==> config.mk <==
export PLATFORM = sky130hd
export DESIGN_NAME = periph_top
export DESIGN_NICKNAME = d
export VERILOG_FILES = /design/src/source/periph_pkg.sv /design/src/source/periph_apb_bus.sv /design/src/source/dsp_mult.sv /design/src/source/pad_reader.sv /design/src/source/flash_bitbang.sv /design/src/source/periph_top.sv
export SDC_FILE = /design/constraint.sdc
export NUM_CORES = 1
export LEC_CHECK = 0
export BUFFER_PORTS_ARGS = -buffer_cell sky130_fd_sc_hd__buf_2
export CAP_MARGIN = 20
export CORE_AREA = 2 2 165 167
export CTS_CLUSTER_DIAMETER = 150
export DETAILED_ROUTE_END_ITERATION = 8
export DIE_AREA = 0 0 167 169
export HOLD_SLACK_MARGIN = 0.1
export PLACE_DENSITY = 0.68
export SETUP_SLACK_MARGIN = 0.15
export SYNTH_ARGS = -nofsm -noshare
export SYNTH_HDL_FRONTEND = slang
export SYNTH_SLANG_ARGS = --single-unit
==> constraint.sdc <==
create_clock -name vdp_clk -period 7.1 [get_ports vdp_clk]
set_clock_uncertainty 0.15 [all_clocks]
set_input_delay 1.42 -clock vdp_clk [delete_from_list [all_inputs] [get_ports vdp_clk]]
set_output_delay 1.42 -clock vdp_clk [all_outputs]
set_load 0.05 [all_outputs]
==> src/source/periph_pkg.sv <==
// Peripheral block package
// APB widths, register offsets, bit-bang register fields,
// peripheral select enum and parameter defaults

`default_nettype none

package periph_pkg;

    // APB port widths
    localparam int apb_addr_w = 12;
    localparam int apb_data_w = 32;

    // Register offsets
    localparam logic [apb_addr_w-1:0] addr_status = 12'h000;
    localparam logic [apb_addr_w-1:0] addr_dsp_a  = 12'h010;
    localparam logic [apb_addr_w-1:0] addr_dsp_b  = 12'h014;
    localparam logic [apb_addr_w-1:0] addr_pad    = 12'h020;
    localparam logic [apb_addr_w-1:0] addr_flash  = 12'h030;

    // Decoded target of a transfer
    typedef enum logic [2:0] {
        sel_none   = 3'd0,
        sel_status = 3'd1,
        sel_dsp    = 3'd2,
        sel_pad    = 3'd3,
        sel_flash  = 3'd4
    } periph_sel_e;

    // Bit-bang register layout
    localparam int flash_field_w    = 4;
    localparam int flash_out_lsb    = 0;
    localparam int flash_oe_lsb     = 4;
    localparam int flash_clk_bit    = 8;
    localparam int flash_csn_bit    = 9;
    localparam int flash_active_bit = 15;

    // Bit 0 drives led_r, bit 1 drives led_b
    localparam logic [1:0] status_reset_value = 2'b01;

    // Defaults handed down by the top level
    localparam int dsp_width_default = 16;
    localparam int pad_bits_default  = 16;

endpackage

`default_nettype wire

==> src/source/periph_apb_bus.sv <==
// APB slave for the peripheral block
// Address decode, write strobes, LED status register, read-data mux

`timescale 1ns/1ns
`default_nettype none

module periph_apb_bus (
    input  wire                                vdp_clk,
    input  wire                                vdp_reset,

    input  wire                                psel,
    input  wire                                penable,
    input  wire                                pwrite,
    input  wire  [periph_pkg::apb_addr_w-1:0]  paddr,
    input  wire  [periph_pkg::apb_data_w-1:0]  pwdata,
    output logic [periph_pkg::apb_data_w-1:0]  prdata,
    output logic                               pready,
    output logic                               pslverr,

    output logic                               dsp_write_a,
    output logic                               dsp_write_b,
    output logic                               pad_write,
    output logic                               flash_write,

    input  wire  [periph_pkg::apb_data_w-1:0]  dsp_result,
    input  wire  [1:0]                         pad_data,
    input  wire  [3:0]                         flash_sample,

    output logic                               led_r,
    output logic                               led_b
);

    periph_pkg::periph_sel_e sel;

    logic       access;
    logic       write_access;
    logic       status_write;
    logic [1:0] status;

    // Both operand offsets map onto the multiplier
    always_comb begin
        case (paddr)
            periph_pkg::addr_status: sel = periph_pkg::sel_status;
            periph_pkg::addr_dsp_a:  sel = periph_pkg::sel_dsp;
            periph_pkg::addr_dsp_b:  sel = periph_pkg::sel_dsp;
            periph_pkg::addr_pad:    sel = periph_pkg::sel_pad;
            periph_pkg::addr_flash:  sel = periph_pkg::sel_flash;
            default:                 sel = periph_pkg::sel_none;
        endcase
    end

    // No wait states
    assign access       = psel && penable;
    assign write_access = access && pwrite;
    assign pready       = access;
    assign pslverr      = access && (sel == periph_pkg::sel_none);

    // Strobes last exactly the access cycle
    assign status_write = write_access && (sel == periph_pkg::sel_status);
    assign dsp_write_a  = write_access && (paddr == periph_pkg::addr_dsp_a);
    assign dsp_write_b  = write_access && (paddr == periph_pkg::addr_dsp_b);
    assign pad_write    = write_access && (sel == periph_pkg::sel_pad);
    assign flash_write  = write_access && (sel == periph_pkg::sel_flash);

    // LED status
    always_ff @(posedge vdp_clk) begin
        if (vdp_reset) begin
            status <= periph_pkg::status_reset_value;
        end else if (status_write) begin
            status <= pwdata[1:0];
        end
    end

    assign led_r = status[0];
    assign led_b = status[1];

    // Read data, zero-extended, only driven in the access cycle
    always_comb begin
        prdata = '0;
        if (access) begin
            case (sel)
                periph_pkg::sel_status: prdata[1:0] = status;
                periph_pkg::sel_dsp:    prdata      = dsp_result;
                periph_pkg::sel_pad:    prdata[1:0] = pad_data;
                periph_pkg::sel_flash:  prdata[3:0] = flash_sample;
                default:                prdata      = '0;
            endcase
        end
    end

    // Master side of the handshake
    penable_needs_psel: assert property (
        @(posedge vdp_clk) disable iff (vdp_reset) penable |-> psel
    ) else $error("penable high without psel");

    // Strobes go to different modules and must never overlap
    write_strobes_onehot: assert property (
        @(posedge vdp_clk) disable iff (vdp_reset)
        $onehot0({status_write, dsp_write_a, dsp_write_b, pad_write, flash_write})
    ) else $error("more than one write strobe active");

endmodule

`default_nettype wire

==> src/source/dsp_mult.sv <==
// Signed multiplier peripheral
// Two write-only operand registers and a registered product

`timescale 1ns/1ns
`default_nettype none

module dsp_mult #(
    parameter int dsp_width = 16
) (
    input  wire                                vdp_clk,

    input  wire                                dsp_write_a,
    input  wire                                dsp_write_b,
    input  wire  [periph_pkg::apb_data_w-1:0]  pwdata,

    output logic [2*dsp_width-1:0]             dsp_result
);

    logic signed [dsp_width-1:0] operand_a;
    logic signed [dsp_width-1:0] operand_b;

    // Kept as two flat ifs so the operands can pack into a hard multiplier
    always_ff @(posedge vdp_clk) begin
        if (dsp_write_a) begin
            operand_a <= pwdata[dsp_width-1:0];
        end

        if (dsp_write_b) begin
            operand_b <= pwdata[dsp_width-1:0];
        end
    end

    // Product lags the operands by one clock
    always_ff @(posedge vdp_clk) begin
        dsp_result <= operand_a * operand_b;
    end

endmodule

`default_nettype wire

==> src/source/pad_reader.sv <==
// Gamepad mock
// Latches the three buttons into a shift register that software
// clocks through the pad control bits

`timescale 1ns/1ns
`default_nettype none

module pad_reader #(
    parameter int pad_bits = 16
) (
    input  wire                                vdp_clk,
    input  wire                                vdp_reset,

    input  wire                                pad_write,
    input  wire  [periph_pkg::apb_data_w-1:0]  pwdata,

    input  wire                                btn_1,
    input  wire                                btn_2,
    input  wire                                btn_3,

    output logic [1:0]                         pad_data
);

    logic                pad_latch;
    logic                pad_clk;
    logic                pad_clk_prev;
    logic                pad_clk_rise;
    logic [pad_bits-1:0] load_pattern;
    logic [pad_bits-1:0] shift_reg;

    // Control bits, bit 0 latch and bit 1 clock
    always_ff @(posedge vdp_clk) begin
        if (vdp_reset) begin
            pad_latch    <= 1'b0;
            pad_clk      <= 1'b0;
            pad_clk_prev <= 1'b0;
        end else begin
            if (pad_write) begin
                pad_latch <= pwdata[0];
                pad_clk   <= pwdata[1];
            end
            pad_clk_prev <= pad_clk;
        end
    end

    assign pad_clk_rise = pad_clk && !pad_clk_prev;

    // Button positions match a real pad's left, right and B
    always_comb begin
        load_pattern    = '0;
        load_pattern[7] = btn_1;
        load_pattern[6] = btn_3;
        load_pattern[0] = btn_2;
    end

    // Shift has priority over the latch load
    always_ff @(posedge vdp_clk) begin
        if (pad_clk_rise) begin
            shift_reg <= {1'b0, shift_reg[pad_bits-1:1]};
        end else if (pad_latch) begin
            shift_reg <= load_pattern;
        end
    end

    assign pad_data = {1'b0, shift_reg[0]};

    // Second data line is not wired on the mock
    pad_data_hi_zero: assert property (
        @(posedge vdp_clk) disable iff (vdp_reset) pad_data[1] == 1'b0
    ) else $error("pad_data bit 1 set");

endmodule

`default_nettype wire

==> src/source/flash_bitbang.sv <==
// Flash bit-bang register
// Software-driven flash pins with idle levels when inactive,
// plus a registered sample of the flash data lines

`timescale 1ns/1ns
`default_nettype none

module flash_bitbang (
    input  wire                                vdp_clk,
    input  wire                                vdp_reset,

    input  wire                                flash_write,
    input  wire  [periph_pkg::apb_data_w-1:0]  pwdata,

    output logic                               flash_clk,
    output logic                               flash_csn,
    output logic [3:0]                         flash_io_out,
    output logic [3:0]                         flash_io_oe,
    input  wire  [3:0]                         flash_io_in,

    output logic [3:0]                         flash_sample
);

    logic       active;
    logic       clk_field;
    logic       csn_field;
    logic [3:0] out_field;
    logic [3:0] oe_field;

    // Pin fields
    always_ff @(posedge vdp_clk) begin
        if (flash_write) begin
            out_field <= pwdata[periph_pkg::flash_out_lsb +: periph_pkg::flash_field_w];
            oe_field  <= pwdata[periph_pkg::flash_oe_lsb +: periph_pkg::flash_field_w];
            clk_field <= pwdata[periph_pkg::flash_clk_bit];
            csn_field <= pwdata[periph_pkg::flash_csn_bit];
        end
    end

    // Ownership of the pins
    always_ff @(posedge vdp_clk) begin
        if (vdp_reset) begin
            active <= 1'b0;
        end else if (flash_write) begin
            active <= pwdata[periph_pkg::flash_active_bit];
        end
    end

    // Idle: clock low, chip deselected, data lines released
    assign flash_clk    = active ? clk_field : 1'b0;
    assign flash_csn    = active ? csn_field : 1'b1;
    assign flash_io_out = active ? out_field : 4'b0000;
    assign flash_io_oe  = active ? oe_field  : 4'b0000;

    always_ff @(posedge vdp_clk) begin
        flash_sample <= flash_io_in;
    end

    // The bus must never be driven once software releases the pins
    oe_idle_when_inactive: assert property (
        @(posedge vdp_clk) disable iff (vdp_reset) !active |-> (flash_io_oe == 4'b0000)
    ) else $error("flash_io_oe driven while inactive");

endmodule

`default_nettype wire

==> src/source/periph_top.sv <==
// Peripheral block top level
// APB slave plus multiplier, gamepad mock and flash bit-bang

`timescale 1ns/1ns
`default_nettype none

module periph_top #(
    parameter int dsp_width = periph_pkg::dsp_width_default,
    parameter int pad_bits  = periph_pkg::pad_bits_default
) (
    input  wire                                vdp_clk,
    input  wire                                vdp_reset,

    input  wire                                psel,
    input  wire                                penable,
    input  wire                                pwrite,
    input  wire  [periph_pkg::apb_addr_w-1:0]  paddr,
    input  wire  [periph_pkg::apb_data_w-1:0]  pwdata,
    output logic [periph_pkg::apb_data_w-1:0]  prdata,
    output logic                               pready,
    output logic                               pslverr,

    output logic                               led_r,
    output logic                               led_b,

    input  wire                                btn_1,
    input  wire                                btn_2,
    input  wire                                btn_3,

    output logic                               flash_clk,
    output logic                               flash_csn,
    output logic [3:0]                         flash_io_out,
    output logic [3:0]                         flash_io_oe,
    input  wire  [3:0]                         flash_io_in
);

    logic                   dsp_write_a;
    logic                   dsp_write_b;
    logic                   pad_write;
    logic                   flash_write;

    logic [2*dsp_width-1:0] dsp_result;
    logic [1:0]             pad_data;
    logic [3:0]             flash_sample;

    periph_apb_bus i_periph_apb_bus (
        .vdp_clk      (vdp_clk),
        .vdp_reset    (vdp_reset),
        .psel         (psel),
        .penable      (penable),
        .pwrite       (pwrite),
        .paddr        (paddr),
        .pwdata       (pwdata),
        .prdata       (prdata),
        .pready       (pready),
        .pslverr      (pslverr),
        .dsp_write_a  (dsp_write_a),
        .dsp_write_b  (dsp_write_b),
        .pad_write    (pad_write),
        .flash_write  (flash_write),
        .dsp_result   (dsp_result),
        .pad_data     (pad_data),
        .flash_sample (flash_sample),
        .led_r        (led_r),
        .led_b        (led_b)
    );

    dsp_mult #(
        .dsp_width (dsp_width)
    ) i_dsp_mult (
        .vdp_clk     (vdp_clk),
        .dsp_write_a (dsp_write_a),
        .dsp_write_b (dsp_write_b),
        .pwdata      (pwdata),
        .dsp_result  (dsp_result)
    );

    pad_reader #(
        .pad_bits (pad_bits)
    ) i_pad_reader (
        .vdp_clk   (vdp_clk),
        .vdp_reset (vdp_reset),
        .pad_write (pad_write),
        .pwdata    (pwdata),
        .btn_1     (btn_1),
        .btn_2     (btn_2),
        .btn_3     (btn_3),
        .pad_data  (pad_data)
    );

    flash_bitbang i_flash_bitbang (
        .vdp_clk      (vdp_clk),
        .vdp_reset    (vdp_reset),
        .flash_write  (flash_write),
        .pwdata       (pwdata),
        .flash_clk    (flash_clk),
        .flash_csn    (flash_csn),
        .flash_io_out (flash_io_out),
        .flash_io_oe  (flash_io_oe),
        .flash_io_in  (flash_io_in),
        .flash_sample (flash_sample)
    );

endmodule

`default_nettype wire

==> flow_summary.ini <==
[die]
core_area_um2 = 26500
start_util = 0.491
pin_count = 102
die_y_um = 169
die-width_um = 167
die_area_um2 = 28200
row_count = 60

[sta]
drv_slew = 0
maxSlewHeadroom = 0.425
max_clock_freq_mhz = 152
tightest_slew_ps = 862
post-route-min-period_ps = 6590
rsz0062_at_grt = no
setup-violations-final = 0
fin_setup_tns_ps = 0
hold_violations = 0
min_period_over_period = 0.928

[drt]
vias_per_cell = 5.12
drt-initial-drc-count = 581
ant_nets = 0
drt-pass1-iter-count = 5
wire_per_inst_um = 16.4
drc = 0
vias = 8898
drt-total-wl_um = 28500

[hold_path]
hp-class = flop to flop

[placed_design]
gp_congestion = 0.876
place_hpwl_um = 23200
place.port_buffers = 85

[clock_tree]
clockBufferDepth = 2
clkLatencyLatePin_ps = 350
clock-sinks = 92
numCtsBuffers = 9
clockRootBuffer = clkbuf_16
htree_levels = 3
clk_pin_slew_ps = 80
cts_tree = yes

[yosys]
synth_seq_area_share = 0.180
syn_area_um2 = 13000
post_synth.cell_area_avg_um2 = 9.92
synth-main-ff-cell = edfxtp_1
ys_ff_latch = 92
synthArstFlopShare = 0
syn_inst = 1313
ys_warn_count = 0
synth_edf_count = 50
synth.distinct_cells = 60
synth_nets = 1713

[job]
maxCapViolations = 0

[cells_and_area]
largest_register = i_dsp_mult.dsp_result
diodes = 0
post-route-util = 0.537
nets = 1793
syn_to_final_growth_pct = 9.36
reg_top3 = i_dsp_mult.dsp_result x32, i_dsp_mult.operand_a x16, i_dsp_mult.operand_b x16
largest_reg_flops = 32
nFillCells = 2421
drive_above_1_share = 0.107

[pwr]
ir_drop_uv = 99.8
power_leakage_uw = 0.00718
power_density_nw_per_um2 = 77.3

[setup_path]
start_kind = flop
criticalPathCategory = flop to flop
critical_path.max_fanout = 16
cp.arrival_ps = 6720
cp.required_ps = 7230
setup.worst_path.end_class = flop

[global_routing]
grt_pass1_vias = 9434
grt.total_usage = 0.211
overflow = 0
antenna_found_initial = 0
grt_pass1_wl_um = 47400
grt_max_degree = 32

[run_status]
status = completed
[area by class of cell]
| cell class | count | area (um2) | area share |
|---|---|---|---|
| Clock buffer | 9 | 225 | 0.0158 |
| Tap cell | 341 | 427 | 0.0300 |
| Clock inverter | 7 | 93.8 | 0.00659 |
| Inverter | 323 | 1210 | 0.0851 |
| Multi-Input combinational cell | 856 | 9320 | 0.654 |
| Timing Repair Buffer | 111 | 621 | 0.0436 |
| Sequential cell | 92 | 2340 | 0.164 |
[metal layers]
metal | wire length, um | vias up | global-route usage
met1 | 12000 | 4550 | 0.279
met3 | 1070 | 45 | 0.0213
met4 | 708 | 0 | 0.0633
met5 | 0 | - | 0
li1 | - | 4100 | -
met2 | 14800 | 203 | 0.371
[cell families (layout without fill, tap and decap cells)]
logic type,Yosys count,count (layout),share of synthesized area
XOR/XNOR,33,33,0.0222
flip-flops,92,92,0.180
AND/OR/NAND/NOR,383,383,0.152
multiplexers,9,9,0.00711
adder cells (fa/ha/maj),344,344,0.482
AO/OA/AOI/OAI,87,87,0.0517
buffers and inverters,365,450,0.105
[synth_stat cells, types with 4 or more instances]
cell / n / area [um2]
nor3_1: 10 / 50.1
mux2i_1: 7 / 70.1
and3_1: 31 / 194
nand2_1: 134 / 503
xor2_1: 10 / 87.6
nor2b_1: 5 / 31.3
and2_1: 138 / 863
ha_1: 82 / 1030
o21ai_0: 11 / 55.1
a21o_1: 9 / 67.6
a21oi_1: 24 / 120
edfxtp_1: 50 / 1500
inv_1: 323 / 1210
xnor2_1: 23 / 201
nand3_1: 4 / 20.0
fa_1: 262 / 5250
dfxtp_1: 42 / 841
nand2b_1: 10 / 62.6
clkbuf_1: 41 / 154
nor2_1: 33 / 124
o21a_1: 4 / 30.0
[metrics by stage]
stage	std cells	hold WS (ps)	setup slack, ps	instance area, um2	total power, uW
6_report	1739	337	513	14200	1100
5_1_grt	1739	346	232	14200	1140
4_1_cts	1737	340	379	14200	1120
3_5_place_dp	1721	326	439	13900	607
3_3_place_gp	1721	313	561	13900	606
2_1_floorplan	1313	302	1150	13000	588
[worst max-delay path, stage by stage (launching register included)]
cell      delay [ps]
edfxtp_1         760
and2_1           230
fa_1             550
fa_2             760
fa_1             490
fa_1             500
fa_1             490
inv_1             50
fa_1             470
inv_1             40
ha_1             430
nand4_1          190
nor3_1           320
o311ai_0         280
nor3b_1          230
o31ai_1          330
mux2i_1          220
[where the power goes]
part | total (uW) | internal (uW) | switching (uW)
Clock | 507 | 254 | 253
Sequential | 562 | 561 | 0.568
Combinational | 31.9 | 13.4 | 18.5
[cell usage in the layout (no fill, tap or decap), types with 11 or more instances in the layout]
cell	netlist	final
and3_1	31	31
fa_1	262	261
a21oi_1	24	24
inv_1	323	323
nand2_1	134	134
buf_4	0	26
buf_2	1	85
ha_1	82	82
o21ai_0	11	11
and2_1	138	138
edfxtp_1	50	50
dfxtp_1	42	42
xnor2_1	23	23
nor2_1	33	32
[path summary, 6_finish.rpt]
| path | startpoint | to | slack [ps] | cells after the start |
|---|---|---|---|---|
| setup / recovery | i_dsp_mult.operand_b[3]$_DFFE_PP_ | i_dsp_mult.dsp_result[30]$_DFF_P_ | 510 | 16 |
| hold / removal | i_pad_reader.pad_clk$_SDFFE_PP0P_ | i_pad_reader.pad_clk_prev$_SDFF_PP0_ | 340 | 1 |
| setup reg to reg | i_dsp_mult.operand_b[3]$_DFFE_PP_ | i_dsp_mult.dsp_result[30]$_DFF_P_ | 510 | 16 |
| hold reg to reg | i_pad_reader.pad_clk$_SDFFE_PP0P_ | i_pad_reader.pad_clk_prev$_SDFF_PP0_ | 340 | 1 |
[what timing repair did]
item	4_1_cts	5_1_grt
setup buffers	0	2
resized for setup	0	1
endpoints found under the hold margin	0	0
setup endpoints to repair	0	1
hold buffers	0	0
Power figures use the tool's default switching activity.
